**config.mk**
```make
export PLATFORM = sky130hd
export DESIGN_NAME = board_store
export DESIGN_NICKNAME = d
export VERILOG_FILES = /design/src/board_pkg.sv /design/src/board_store.sv
export VERILOG_INCLUDE_DIRS = /design/src
export SDC_FILE = /design/constraint.sdc
export NUM_CORES = 1
export LEC_CHECK = 0
export BUFFER_PORTS_ARGS = -buffer_cell sky130_fd_sc_hd__buf_4
export CAP_MARGIN = 15
export CORE_AREA = 2 2 185 187
export CTS_CLUSTER_DIAMETER = 30
export CTS_CLUSTER_SIZE = 28
export DETAILED_ROUTE_END_ITERATION = 12
export DIE_AREA = 0 0 187 189
export GPL_TIMING_DRIVEN = 0
export MAX_ROUTING_LAYER = met4
export PLACE_DENSITY = 0.8
export SYNTH_ARGS = -nofsm -noshare
export SYNTH_HDL_FRONTEND = slang
export SYNTH_SLANG_ARGS = --single-unit
```
**constraint.sdc**
```tcl
create_clock -name i_clk -period 2.1 [get_ports i_clk]
set_clock_uncertainty 0.2 [all_clocks]
set_input_delay 0.21 -clock i_clk [delete_from_list [all_inputs] [get_ports i_clk]]
set_output_delay 0.21 -clock i_clk [all_outputs]
set_load 0.05 [all_outputs]
```
**src/gomoku_consts.svh**
```systemverilog
// board size, threat list depth, cell and level codes, register map and field positions
`ifndef GOMOKU_CONSTS_SVH
`define GOMOKU_CONSTS_SVH

`define BOARD_DIM        15
`define BOARD_CELLS      225
`define MAX_THREATS      8

`define CELL_BLACK       2'd1
`define CELL_WHITE       2'd2

`define LVL_NONE         2'd0
`define LVL_THREE        2'd1
`define LVL_FOUR         2'd2
`define LVL_FIVE         2'd3

`define REG_CTRL         8'h00
`define REG_CELL         8'h04
`define REG_STATUS       8'h08
`define REG_THREAT_BASE  8'h40

`define CTRL_START       0
`define CTRL_TURN        1
`define CTRL_CLEAR       2
`define CELL_VAL_LSB     8
`define STAT_BUSY        0
`define STAT_DONE        1
`define STAT_COUNT_LSB   4
`define STAT_WIN_LSB     8

`endif

```
**src/board_pkg.sv**
```systemverilog
// board, coordinate, threat level and threat list types
`default_nettype none

`include "gomoku_consts.svh"

package board_pkg;

    typedef logic [1:0] cell_t;        // 0 empty, 1 black, 2 white.
    typedef logic [3:0] coord_t;
    typedef logic [7:0] cell_idx_t;    // y * 15 + x.
    typedef logic [1:0] level_t;       // none, open three, four, five.
    typedef logic [3:0] count_t;

    typedef cell_t [`BOARD_CELLS-1:0] board_t;

    // field order follows the threat register layout.
    typedef struct packed {
        logic   side;                  // 1 for the defend pass.
        level_t level;
        coord_t y;
        coord_t x;
    } threat_t;

    typedef threat_t [`MAX_THREATS-1:0] threat_list_t;

endpackage

`default_nettype wire

```
**src/board_store.sv**
```systemverilog
// board register with single cell write port and clear
`timescale 1ns/1ns
`default_nettype none

`include "gomoku_consts.svh"

module board_store (
    input  wire logic                 i_clk,
    input  wire logic                 i_rst_n,
    input  wire logic                 i_wr,
    input  wire board_pkg::cell_idx_t i_wr_idx,
    input  wire board_pkg::cell_t     i_wr_cell,
    input  wire logic                 i_clear,
    output board_pkg::board_t         o_board
);

    import board_pkg::*;

    board_t board_r;

    always_ff @(posedge i_clk) begin
        if (!i_rst_n || i_clear) begin
            board_r <= '0;                    // all cells empty.
        end
        else if (i_wr) begin
            board_r[i_wr_idx] <= i_wr_cell;
        end
    end

    assign o_board = board_r;

    // the register front end filters bad indexes before they get here.
    a_wr_idx_in_range: assert property (
        @(posedge i_clk) disable iff (!i_rst_n)
        i_wr |-> (i_wr_idx < `BOARD_CELLS)
    );

endmodule

`default_nettype wire

```
---- Word level (Yosys, flattened, before mapping) ----
Cells that the tools add are included.
storage, ports and cells
  register bits ........................... 450
  bits of input ports ..................... 14
  output and inout bits ................... 450
  word-level logic and storage cells ...... 233
operators by class
  $lt $le $gt $ge ......................... 2
  mux-type cells .......................... 3
  reductions and logical operators ........ 3
operators by type and width
  operator                                                                number
  450-bit bitwise mux                                                     1
  2-bit demux with 8-bit select                                           1
  8-bit by 9-bit < comparator with 1-bit output (second input constant)   1
  8-bit by 1-bit >= comparator with 1-bit output (second input constant)  1
  2-bit 2-to-1 mux                                                        1
  1-bit logical AND                                                       1
  1-bit zero test                                                         1
  1-bit logical OR                                                        1

---- Longest topological paths before layout ----
  depth after elaboration ................. 5
  gate-level depth with buffers ........... 6
  depth with buffers taken out ............ 3

---- Worst setup path after synthesis ----
Ideal clock, no wire load.
  kind .................................... input to register
  from .................................... in i_wr_idx[3]
  to ...................................... reg board_r, in the netlist o_board[104]
  setup time .............................. 132 ps
  arrival ................................. 1229 ps
  required time ........................... 1768 ps
  path slack .............................. 538 ps
  cell stages on the path ................. 5
  path buffers ............................ 2
  cell sequence ........................... and3b_1 > buf_2 > buf_1 > nand3_1 > mux2i_1
on the way
  longest elaborated chain between the ends .. 5
  elaborated cells between the ends (all ways) .. 6
  those cells by class .................... 2 x order compare; 3 x mux; 1 x reduce/logical
ends and longest elaborated chain
  element                                                                                                                                       RTL line           RTL
  start: declaration                                                                                                                            board_store.sv:11  input wire board_pkg::cell_idx_t i_wr_idx,
  8-bit by 9-bit < comparator with 1-bit output (not written as such) / 8-bit by 1-bit >= comparator with 1-bit output (equally long branches)  board_store.sv:26  board_r[i_wr_idx] <= i_wr_cell;
  1-bit logical AND (not written as such)                                                                                                       board_store.sv:26
  2-bit 2-to-1 mux (not written as such)                                                                                                        board_store.sv:26
  2-bit demux with 8-bit select *                                                                                                               board_store.sv:26
  450-bit bitwise mux *                                                                                                                         board_store.sv:26
  end signal: indexed assignment                                                                                                                board_store.sv:26
  end: declaration                                                                                                                              board_store.sv:19  board_t board_r;
Mark *: on every way between the ends. The rest lies on a longest branch, timed or not.
A chain may end at the register's enable or synchronous reset.

---- Worst setup path in the final report ----
  from .................................... in i_clear
  to ...................................... reg board_r, in the netlist o_board[380]
on the way
  longest elaborated chain between the ends .. 1
ends and longest elaborated chain
  element             RTL line           RTL
  start: declaration  board_store.sv:13  input wire logic i_clear,
  1-bit logical OR    board_store.sv:22  if (!i_rst_n || i_clear) begin
No other way between the ends.

==> results.cfg <==
[synth]
ys_seq_area_share_pct = 51.4
yosys.area.top_type_share_pct = 51.4
synth_edf_count = 0
netlist_top_cells_area = dfxtp_1, mux2i_1, nand2_1
syn_inst = 1774
synth-async-reset-ratio_pct = 0
synthMostInstantiatedCell = nand2_1
syn_nets = 1788
yosysWarnings = 0
synth_seq_cells = 450
synth.distinct_cells = 21
yosysTopAreaCell = dfxtp_1
synth_common_cells = nand2_1, dfxtp_1, mux2i_1
avgSynthCellArea_um2 = 9.88
synthesis.area_um2 = 17500
ys.flop_type = dfxtp_1

[sta]
hold_ws_ps = 33.7
finalSetupViolCount = 0
worst_slew_pin_slew_ps = 1020
fin_crit_ps = 2060
slew_headroom_pct = 31.8
period_share_pct = 98.2
hold_violations = 0
rsz0062_at_grt = false
clock.fmax_mhz = 485
slew_viol_final = 0

[global_route]
grt_overflow = 0
antenna_found_initial = 1
grt_pass1_wl_um = 94400
grt_start_max_net_pins = 13
grt_pass1_vias = 16148
grt_usage_pct = 35.4

[placement]
dp_hpwl_um = 43100
place_congestion = 0.877
dp_cells = 2685
port_buffers = 463

[clock_network]
cts.repair.resized = 0
tritoncts = built
cts-root-buf = clkbuf_16
cts-htree-levels = 3
hold_buffers = 0
clockBufferDepth = 3
clock-sinks = 450
clk_pin_slew_ps = 50
cts_setup_buffers = 0
cts_made_buffers = 86
clock_latency_ps = 590

[detailed_routing]
routedWlPerCell_um = 22.0
vias_per_cell = 5.63
via_count = 16015
routed_wl_um = 62700
drcViolationCount = 0
antenna_left = 0
firstDrtPassIters = 5
drt_iter0_drc = 1167

[setup_path]
cp-end-kind = flop
path_class = primary input to flop
worstSetupStartpointType = primary input
crit_required_ps = 2400
critical_path.max_fanout = 10
worst_ep_arrival_time_ps = 2370

[floorplan]
num_rows = 67
die_area_um2 = 35300
start_util_pct = 52.7
die_h_um = 189
die_w_um = 187
core-area_um2 = 33300
io_pins = 464

[pwr]
leakagePower_nw = 12.9
vdd_drop_max_v = 0.000785
power_per_cell_area_nw_per_um2 = 977
p_total_mw = 24.1

[layout]
drive_above_1_share_pct = 29.4
largest_reg_flops = 450
area_delta_synth_final_pct = 41.0
nets = 2339
final_cells = 2846

[run]
maxCapViolations = 0

[hold_path]
min_path_type = primary input to flop

[status]
status = finished clean
## where the power goes
part           leakage, nW  total (mW)  internal, mW  switching (mW)
registers             3.62        8.56          8.56         0.00252
logic                 7.75       0.750         0.150           0.600
clock network         1.50        14.8          9.98            4.83
## layout make-up
type | instances | area, µm²
multi-input combinational | 1151 | 7710
clock inverter | 57 | 808
sequential | 450 | 9010
antenna | 1 | 2.50
tap | 448 | 561
fill | 2262 | 8570
buffer | 173 | 802
timing repair buffer | 463 | 3480
clock buffer | 103 | 2340
## logic make-up after synthesis
logic type	Yosys count	share of synthesized area, %
flip-flops	450	51.4
multiplexers	450	25.7
AND/OR/NAND/NOR	701	18.3
buffers and inverters	173	4.58
## through the flow
stage               setup TNS, ps  worst slack, ps  area (µm²)  util, %
finish                          0             38.4       24700     74.2
global route                    0             17.7       24700     74.2
CTS                             0              103       24700     74.2
detailed placement        -106980             -424       21600     64.8
global placement           -93670             -367       21600     64.8
floorplan                       0              538       17500        -
## placed cells by master, fill, tap and decap left out, types with 13 or more instances in the layout
cell,instances
clkbuf_1,97
dfxtp_1,450
buf_2,32
buf_4,472
nand3_2,19
buf_1,24
mux2i_1,450
clkbuf_16,88
nand3_1,206
bufinv_16,16
clkinvlp_4,13
nand2_1,452
## layer usage
layer	vias up	track usage [%]	wire, µm
met2	849	58.0	29900
met1	7834	40.3	24100
met4	0	19.0	3650
li1	7112	-	-
met5	-	-	0
met3	220	8.42	5030
## critical path, stage by stage
cell and delay (ps):
buf_4 120, nor2b_1 190, buf_2 310, clkbuf_1 700, clkbuf_1 490, nand2_1 140
mux2i_1 190
## final timing paths
kind                     start           end  slack (ps)  cells past startpoint
hold / removal     i_wr_idx[6]   o_board[16]          30                      5
hold reg to reg   o_board[298]  o_board[298]         260                      2
setup reg to reg  o_board[346]  o_board[346]        1110                      2
setup / recovery       i_clear  o_board[380]          40                      7
No activity file was read; power rests on OpenSTA's default activity.
