--- config.mk ---
export PLATFORM = sky130hd
export DESIGN_NAME = gomoku_apb_regs
export DESIGN_NICKNAME = d
export VERILOG_FILES = /design/src/apb_pkg.sv /design/src/board_pkg.sv /design/src/gomoku_apb_regs.sv
export VERILOG_INCLUDE_DIRS = /design/src
export SDC_FILE = /design/constraint.sdc
export NUM_CORES = 1
export LEC_CHECK = 0
export ABC_CLOCK_PERIOD_IN_PS = 1300
export BUFFER_PORTS_ARGS = -buffer_cell sky130_fd_sc_hd__buf_4
export CORE_MARGIN = 5
export CORE_UTILIZATION = 28
export CTS_BUF_LIST = sky130_fd_sc_hd__clkbuf_2 sky130_fd_sc_hd__clkbuf_4 sky130_fd_sc_hd__clkbuf_8
export DETAILED_ROUTE_END_ITERATION = 10
export PLACE_DENSITY = 0.8
export SYNTH_ARGS = -nofsm -noshare
export SYNTH_HDL_FRONTEND = slang
export SYNTH_SLANG_ARGS = --single-unit
--- constraint.sdc ---
create_clock -name i_clk -period 1.3 [get_ports i_clk]
set_input_delay 0.065 -clock i_clk [delete_from_list [all_inputs] [get_ports i_clk]]
set_output_delay 0.065 -clock i_clk [all_outputs]
set_load 0.01 [all_outputs]
--- src/gomoku_consts.svh ---
// board size, threat list depth, cell and level codes, register map and field positions
`ifndef GOMOKU_CONSTS_SVH
`define GOMOKU_CONSTS_SVH

`define BOARD_DIM        15
`define BOARD_CELLS      225
`define MAX_THREATS      8

`define CELL_BLACK       2'd1
`define CELL_WHITE       2'd2

`define LVL_NONE         2'd0
`define LVL_THREE        2'd1
`define LVL_FOUR         2'd2
`define LVL_FIVE         2'd3

`define REG_CTRL         8'h00
`define REG_CELL         8'h04
`define REG_STATUS       8'h08
`define REG_THREAT_BASE  8'h40

`define CTRL_START       0
`define CTRL_TURN        1
`define CTRL_CLEAR       2
`define CELL_VAL_LSB     8
`define STAT_BUSY        0
`define STAT_DONE        1
`define STAT_COUNT_LSB   4
`define STAT_WIN_LSB     8

`endif

--- src/apb_pkg.sv ---
// APB address, data, request and response types
`default_nettype none

package apb_pkg;

    typedef logic [7:0]  apb_addr_t;
    typedef logic [31:0] apb_data_t;

    typedef struct packed {
        logic      psel;
        logic      penable;
        logic      pwrite;
        apb_addr_t paddr;
        apb_data_t pwdata;
    } apb_req_t;

    typedef struct packed {
        apb_data_t prdata;
        logic      pready;
        logic      pslverr;
    } apb_rsp_t;

endpackage

`default_nettype wire

--- src/board_pkg.sv ---
// board, coordinate, threat level and threat list types
`default_nettype none

`include "gomoku_consts.svh"

package board_pkg;

    typedef logic [1:0] cell_t;        // 0 empty, 1 black, 2 white.
    typedef logic [3:0] coord_t;
    typedef logic [7:0] cell_idx_t;    // y * 15 + x.
    typedef logic [1:0] level_t;       // none, open three, four, five.
    typedef logic [3:0] count_t;

    typedef cell_t [`BOARD_CELLS-1:0] board_t;

    // field order follows the threat register layout.
    typedef struct packed {
        logic   side;                  // 1 for the defend pass.
        level_t level;
        coord_t y;
        coord_t x;
    } threat_t;

    typedef threat_t [`MAX_THREATS-1:0] threat_list_t;

endpackage

`default_nettype wire

--- src/gomoku_apb_regs.sv ---
// APB register front end for control, cell writes, status and threat list
`timescale 1ns/1ns
`default_nettype none

`include "gomoku_consts.svh"

module gomoku_apb_regs (
    input  wire logic                    i_clk,
    input  wire logic                    i_rst_n,
    input  wire apb_pkg::apb_req_t       i_apb,
    output apb_pkg::apb_rsp_t            o_apb,
    output logic                         o_cell_wr,
    output board_pkg::cell_idx_t         o_cell_idx,
    output board_pkg::cell_t             o_cell_val,
    output logic                         o_clear,
    output logic                         o_start,
    output logic                         o_turn,
    input  wire logic                    i_busy,
    input  wire logic                    i_finish,
    input  wire board_pkg::count_t       i_count,
    input  wire logic [1:0]              i_win,
    input  wire board_pkg::threat_list_t i_list
);

    import apb_pkg::*;
    import board_pkg::*;

    logic       wr_access;
    logic       ctrl_wr;
    logic       cell_wr;
    logic       idx_bad;
    logic       ctrl_bad;
    logic       slverr;
    logic       done_r;
    apb_addr_t  thr_off;
    logic [2:0] thr_k;
    logic       thr_hit;
    apb_data_t  rdata;

    assign wr_access = i_apb.psel && i_apb.penable && i_apb.pwrite;
    assign ctrl_wr   = wr_access && (i_apb.paddr == `REG_CTRL);
    assign cell_wr   = wr_access && (i_apb.paddr == `REG_CELL);

    assign o_cell_idx = cell_idx_t'(i_apb.pwdata[7:0]);
    assign o_cell_val = cell_t'(i_apb.pwdata[`CELL_VAL_LSB +: 2]);
    assign idx_bad    = (o_cell_idx >= `BOARD_CELLS);
    assign ctrl_bad   = i_busy && (i_apb.pwdata[`CTRL_START] || i_apb.pwdata[`CTRL_CLEAR]);

    assign o_cell_wr = cell_wr && !i_busy && !idx_bad;
    assign o_start   = ctrl_wr && !i_busy && i_apb.pwdata[`CTRL_START];
    assign o_clear   = ctrl_wr && !i_busy && i_apb.pwdata[`CTRL_CLEAR];
    assign o_turn    = i_apb.pwdata[`CTRL_TURN];   // only sampled with start.
    assign slverr    = (cell_wr && (i_busy || idx_bad)) || (ctrl_wr && ctrl_bad);

    // done stays up until the next accepted start.
    always_ff @(posedge i_clk) begin
        if (!i_rst_n) done_r <= 1'b0;
        else if (o_start) done_r <= 1'b0;
        else if (i_finish) done_r <= 1'b1;
    end

    assign thr_off = i_apb.paddr - `REG_THREAT_BASE;
    assign thr_k   = thr_off[4:2];
    assign thr_hit = (i_apb.paddr >= `REG_THREAT_BASE) && (thr_off[7:2] < `MAX_THREATS)
                  && (thr_off[1:0] == 2'b00);

    always_comb begin
        rdata = '0;
        if (i_apb.paddr == `REG_STATUS) begin
            rdata[`STAT_BUSY]           = i_busy;
            rdata[`STAT_DONE]           = done_r;
            rdata[`STAT_COUNT_LSB +: 4] = i_count;
            rdata[`STAT_WIN_LSB +: 2]   = i_win;
        end
        else if (thr_hit && ({1'b0, thr_k} < i_count)) begin
            rdata[$bits(threat_t)-1:0] = i_list[thr_k];  // unused entries read 0.
        end
    end

    assign o_apb = '{prdata: rdata, pready: 1'b1, pslverr: slverr};

    a_penable_with_psel: assert property (
        @(posedge i_clk) disable iff (!i_rst_n)
        i_apb.penable |-> i_apb.psel
    );

endmodule

`default_nettype wire

=== Word level (Yosys, flattened, before mapping) ===
Cells that the tools add are included.

* Bits of input ports: 141
* Word-level logic and storage cells: 40
* Register bits after elaboration: 1

* Bitwise gates (word level): 1
* Equal/unequal tests: 2
* Magnitude comparators: 5
* Mux-type cells: 7
* Reductions and logical operators: 23
* Add/subtract/negate cells: 1

{| class="wikitable"
|+ Operators with widths
! cell !! count
|-
| binary-select mux 11 bit (select 3 bit) || 1
|-
| 2-to-1 mux 11 bit || 2
|-
| logical AND 1 bit || 15
|-
| equality test 8 x 3 -> 1 bit, second input constant || 1
|-
| equality test 8 x 4 -> 1 bit, second input constant || 1
|-
| greater-or-equal comparator 8 x 7 -> 1 bit, second input constant || 1
|-
| greater-or-equal comparator 8 bit, second input constant || 1
|-
| logical NOT 8 bit || 1
|-
| subtractor 8 x 7 -> 8 bit, second input constant || 1
|-
| < comparator 6 x 4 -> 1 bit, second input constant || 1
|-
| 2-to-1 mux 6 bit || 1
|-
| < comparator 3 x 4 -> 1 bit || 1
|-
| < comparator 3 x 4 -> 1 bit, second input constant || 1
|-
| 2-to-1 mux 2 bit || 2
|-
| logical OR 1 bit || 3
|-
| logical NOT 1 bit || 2
|-
| logical NOT 2 bit || 1
|-
| OR reduction 2 bit || 1
|-
| 2-to-1 mux 1 bit || 1
|-
| NOT 1 bit || 1
|}

=== Longest topological paths before layout ===
Gate-level depths: netlist (run 1).

* Depth after elaboration: 7
* Gate-level depth with buffers: 6
* Gate-level depth less buffers: 5

=== Worst setup path after synthesis (run 1) ===
OpenSTA, ideal clock, no wires.

* Path type: input port to output port
* Start point: input port i_apb[4] (netlist name)
* End point: output port o_apb[0] (netlist name)
* Slack: 0.036 ns
* Stages: 5
* Data required time: 1.235 ns
* Arrival: 1.199 ns
* Path through: or4_1 o2111ai_1 a21boi_0 o21ba_2 buf_4

* Cells in the longest elaborated chain, start to end: 4

{| class="wikitable"
|+ RTL lines
! what !! line !! RTL
|-
| start, declared || gomoku_apb_regs.sv:10 || <nowiki>input wire apb_pkg::apb_req_t i_apb,</nowiki>
|-
| greater-or-equal comparator 8 bit (no line) || -- ||
|-
| logical OR 1 bit || gomoku_apb_regs.sv:53 || <nowiki>assign slverr = (cell_wr && (i_busy || idx_bad)) || (ctrl_wr && ctrl_bad);</nowiki>
|-
| logical AND 1 bit || gomoku_apb_regs.sv:53 ||
|-
| logical OR 1 bit || gomoku_apb_regs.sv:53 ||
|-
| end, declared || gomoku_apb_regs.sv:11 || <nowiki>output apb_pkg::apb_rsp_t o_apb,</nowiki>
|}

No other way between the ends.

==> results of run 1 <==
[final timing paths]
| kind | from | end | slack [ps] | cells past startpoint |
|---|---|---|---|---|
| min reg2reg | done_r$_SDFFE_PP0P_ | done_r$_SDFFE_PP0P_ | 550 | 2 |
| max | i_apb[4] | o_apb[0] | -70 | 6 |
| min | i_apb[8] | o_cell_val[0] | 130 | 0 |
| max reg2reg | done_r$_SDFFE_PP0P_ | done_r$_SDFFE_PP0P_ | 670 | 2 |
[placed cells by master, fill, tap and decap left out, drive strengths merged, types with 2 or more instances in the layout]
cell and instances:
and2 9, and4b 2, buf 163, conb 22, ha 2, inv 3
mux2i 4, mux4 22, nand2 9, nor2 14, nor2b 7, nor3 2
o21ai 9
[worst register-to-register path, delay by kind of cell (launching register included)]
| family | cells | cell delay, ps |
|---|---|---|
| compound gates | 2 | 220 |
| flops | 1 | 300 |
[cell usage after synthesis (all sizes together)]
| library cell | number | area, um2 |
|---|---|---|
| clkbuf | 2 | 7.51 |
| nor4 | 1 | 6.26 |
| mux4 | 22 | 518 |
| nor2b | 7 | 43.8 |
| nand2b | 1 | 6.26 |
| nand2 | 9 | 33.8 |
| inv | 3 | 11.3 |
| ha | 2 | 25.0 |
| or4 | 1 | 7.51 |
| a211oi | 1 | 7.51 |
| nand3 | 1 | 5.00 |
| o21ba | 1 | 10.0 |
| o311ai | 1 | 8.76 |
| conb | 2 | 7.51 |
| and4b | 2 | 20.0 |
| dfxtp | 1 | 20.0 |
| o21ai | 9 | 45.0 |
| a21boi | 1 | 7.51 |
| nor2 | 14 | 52.6 |
| buf | 41 | 312 |
| nor3 | 2 | 10.0 |
| o2111ai | 1 | 8.76 |
| and2 | 9 | 56.3 |
| a21oi | 1 | 5.00 |
| mux2i | 4 | 40.0 |
[cells by family after synthesis]
family / Yosys count / synth area share [%]
simple gates: 47 / 18.9
buf+inv: 46 / 25.9
mux: 26 / 43.8
compound gates: 15 / 7.26
fa+ha+maj: 2 / 1.96
other cells: 2 / 0.589
flops: 1 / 1.57
[layer usage]
| metal | vias up | wire, um |
|---|---|---|
| li1 | 743 | - |
| met1 | 736 | 1680 |
| met2 | 100 | 3210 |
| met3 | 4 | 612 |
| met4 | 0 | 47 |
| met5 | - | 0 |
[what timing repair did]
action,4_1_cts,5_1_grt
buffers inserted,1,1
endpoints found under the setup margin,15,15
gates cloned,1,1
pin swaps,17,15
gates resized for setup,31,48
[power by group through the flow]
stage,Clock (mW),Sequential [mW],Combinational (mW)
finish,0,0.0350,0.763
global route,0,0.0354,0.818
CTS,0,0.0347,0.680
detailed placement,0,0.0347,0.630
global placement,0,0.0348,0.613
floorplan,0,0.0342,0.343
[final cells by class]
class | instances | area [um2]
Fill cell | 369 | 1670
Multi-Input combinational cell | 112 | 1230
Inverter | 3 | 16.3
Tap cell | 52 | 65.1
Sequential cell | 1 | 20.0
Timing Repair Buffer | 164 | 1380
[through the flow]
stage	std cells	setup WS (ps)
floorplan	159	36.5
global route	332	-120
detailed placement	328	-179
global placement	328	-152
CTS	330	-101
finish	332	-68.1
==> qor.txt, run 1 <==
status: finished with violations
failing checks: setup timing
Max Fclk: 731 MHz
Leak: 1.31 nW
worst path required time: 1240 ps
GR peak layer: met2
DRC: 0
Final Hold Viols: 0
Total Wirelength: 5.55 mm
Worst Setup Start Kind: input pin
Final #Nets: 425
CP Max Fanout: 2
Starting Density: 29.1%
largest net degree at the start of global routing: 19
count of pins over their slew limit: 0
Finished Core Util: 61.8%
Clock Power Share: 0%
Internal: 0.528 mW
Placed Instance Area: 2320 um2
Comb power frac: 95.6%
CP Buf/Inv Count: 2
Syn Area/Cell: 9.17 um2
Total Power: 0.798 mW
number of global-route vias before repair: 1815
Post-DP HPWL: 4.63 mm
post-cts hold buffer count: 0
Mapped Cells: 139
# rows: 24
Netlist cell types: 31
gr usage total: 16.5%
wire length per cell: 16.7 um
minimum clock period: 1370 ps
IO Port Bufs: 140
Final period util: 105%
Synth Register Bits: 1
Peak VDD IR: 0.168 mV
MaxCap Viol Count: 0
RSZ-0062 raised after global routing: true
met1 Usage GRT: 15.2%
Seq/Total Area, Yosys: 1.57%
M2 GR Usage: 36.2%
I/O pin count: 189
Post-Synthesis Cell Area: 1270 um2
Data arrival, critical path: 1300 ps
post-route worst setup slack: -68.1 ps
initial antenna violation count: 0
die area: 6000 um2
layout cells sized above 1: 77.9%
Crit path max-delay family: simple AND/OR/NAND/NOR gates
diodes inserted: 0
CP max stage delay: 540 ps
initial DRC count: 24
DIE WIDTH: 77.5 um
Critical Path Most Common Cell: buf_6
part of the power in registers: 4.4%
switching power: 0.270 mW
power per cell area: 294 nW/um2
Sw Share: 33.8%
critical path start-end classification: input pin to primary output
post-route cell area: 2710 um2
max reg flops: 1
Initial DRT Pass Iterations: 4
Synth warnings: 0
Crit. End Element: primary output
Setup Skew: 0 ps
total gr overflow: 0
DIE HEIGHT: 77.5 um
clk_lat worst skew: 0 ps
Post-DRT Antenna Nets: 0
biggest regs: done_r: 1 flops
Setup Total Neg Slack: -116 ps
met3 usage: 4.75%
Placer Congestion: 0.850
global-route wire length before repair: 8.16 mm
hold crit path type: input pin to primary output
vias post-DR: 1583
core area: 4380 um2
Biggest register: done_r
Hold WS: 130 ps
CP Cell Sequence: buf_6 > or4_4 > o2111ai_4 > a21boi_1 > o21ba_2 > buf_6
Final setup viols: 7
Worst path slowest cell: or4_4
routed vias/inst: 4.77
Layout area overhead: 113%
Power figures use the tool's default switching activity.
==> inputs of run 2 (changes only) <==
--- a/config.mk
+++ b/config.mk
@@ -13,6 +13,8 @@
 export CTS_BUF_LIST = sky130_fd_sc_hd__clkbuf_2 sky130_fd_sc_hd__clkbuf_4 sky130_fd_sc_hd__clkbuf_8
 export DETAILED_ROUTE_END_ITERATION = 10
 export PLACE_DENSITY = 0.8
+export REMOVE_ABC_BUFFERS = 1
+export SKIP_CTS_REPAIR_TIMING = 1
 export SYNTH_ARGS = -nofsm -noshare
 export SYNTH_HDL_FRONTEND = slang
 export SYNTH_SLANG_ARGS = --single-unit
==> qor.txt, run 2 (synthesized netlist as in run 1, its figures left out) <==
status: finished with violations
failing checks: setup timing
reg2reg start: done_r$_SDFFE_PP0P_
Finished Core Util: 58.5%
Hold WS: 130 ps
Leak: 1.24 nW
Layout area overhead: 101%
number of global-route vias before repair: 1619
Setup crit start: i_apb[0]
Max Fclk: 710 MHz
Worst path slowest cell: or4_4
DRC: 0
gr usage total: 15.1%
worst r2r dst: done_r$_SDFFE_PP0P_
post-route worst setup slack: -108 ps
Biggest register: done_r
biggest regs: done_r: 1 flops
DIE HEIGHT: 77.5 um
CP Cell Sequence: buf_6 > or4_4 > o2111ai_4 > a21boi_2 > o21ba_2 > buf_6
Final setup viols: 9
diodes inserted: 0
Worst Reg-to-Reg Cells: 2
Total Wirelength: 5.26 mm
initial DRC count: 48
Total Power: 0.755 mW
IO Port Bufs: 140
vias post-DR: 1552
worst path required time: 1240 ps
Post-DRT Antenna Nets: 0
global-route wire length before repair: 7.59 mm
initial antenna violation count: 0
total gr overflow: 0
Critical Path Most Common Cell: buf_6
Worst Setup Start Kind: input pin
routed vias/inst: 4.70
minimum clock period: 1410 ps
layout cells sized above 1: 76.6%
clk_lat worst skew: 0 ps
Final #Nets: 423
die area: 6000 um2
Final period util: 108%
register area: 20.0 um2
commonest cells after routing, fill and taps aside: 143 x buf_4, 22 x conb_1, 21 x mux4_2
Worst path depth: 6
Final Hold Viols: 0
Crit. End Element: primary output
Initial DRT Pass Iterations: 4
max reg flops: 1
Starting Density: 29.1%
most common cell after layout, fill and taps aside: buf_4
CP max stage delay: 540 ps
MaxCap Viol Count: 0
Crit path max-delay family: simple AND/OR/NAND/NOR gates
wire length per cell: 16.0 um
Placed Instance Area: 2300 um2
CP Buf/Inv Count: 2
Fillers: 391
hold crit path type: input pin to primary output
CP Max Fanout: 2
DIE WIDTH: 77.5 um
Worst R2R Setup Slack: 680 ps
count of pins over their slew limit: 0
I/O pin count: 189
Placer Congestion: 0.740
Setup Skew: 0 ps
# rows: 24
Post-DP HPWL: 4.47 mm
Data arrival, critical path: 1340 ps
Peak VDD IR: 0.133 mV
area occupied by multi-input gates: 1150 um2
power per cell area: 294 nW/um2
Setup Total Neg Slack: -362 ps
RSZ-0062 raised after global routing: true
core area: 4380 um2
largest net degree at the start of global routing: 19
post-route cell area: 2560 um2
critical path start-end classification: input pin to primary output
CP Capture Point: o_apb[0]
==> run 2: cell types whose count changed in the layout (fill, tap and decap cells not counted), sizes merged <==
| cell | change |
|---|---|
| buf | -2 |
==> run 2: per-layer routing <==
| layer | GRT usage, % | routed length [um] | vias to the layer above |
|---|---|---|---|
| li1 | - | - | 731 |
| met1 | 15.5 | 1730 | 713 |
| met2 | 30.6 | 2900 | 106 |
| met3 | 4.86 | 599 | 2 |
| met4 | 1.03 | 40 | 0 |
| met5 | 0 | 0 | - |
==> run 2: power breakdown <==
group          switching, mW  total (mW)  internal [mW]  leakage (nW)
clock network              0           0              0             0
logic                  0.246       0.720          0.474          1.24
registers           0.000920      0.0345         0.0336       0.00839
==> run 2: stage by stage <==
stage	cells	setup slack, ps
floorplan	116	-604
global placement	326	-163
detailed placement	326	-204
CTS	326	-207
global route	330	-146
finish	330	-108
==> run 2: cell type report <==
class	instances	share of cell area, %
repair buffers	162	51.4
multi-input cells	112	44.7
well taps	52	2.54
flip-flops and latches	1	0.781
inverters	3	0.537
==> run 2: how the worst min path moves through the flow <==
stage	start	endpoint	slack, ps	cells after the start
after floorplan	i_apb[0]	o_cell_idx[0]	130	0
after global placement	i_apb[9]	o_cell_val[1]	130	0
after detailed placement	i_apb[9]	o_cell_val[1]	130	0
after CTS	i_apb[9]	o_cell_val[1]	130	0
after global routing	i_apb[9]	o_cell_val[1]	130	0
final	i_apb[8]	o_cell_val[0]	130	0
==> run 2: worst reg2reg max path: stages, from the launching register on <==
cell and delay (ps):
dfxtp_1 290, o21ai_0 150, a21oi_1 60
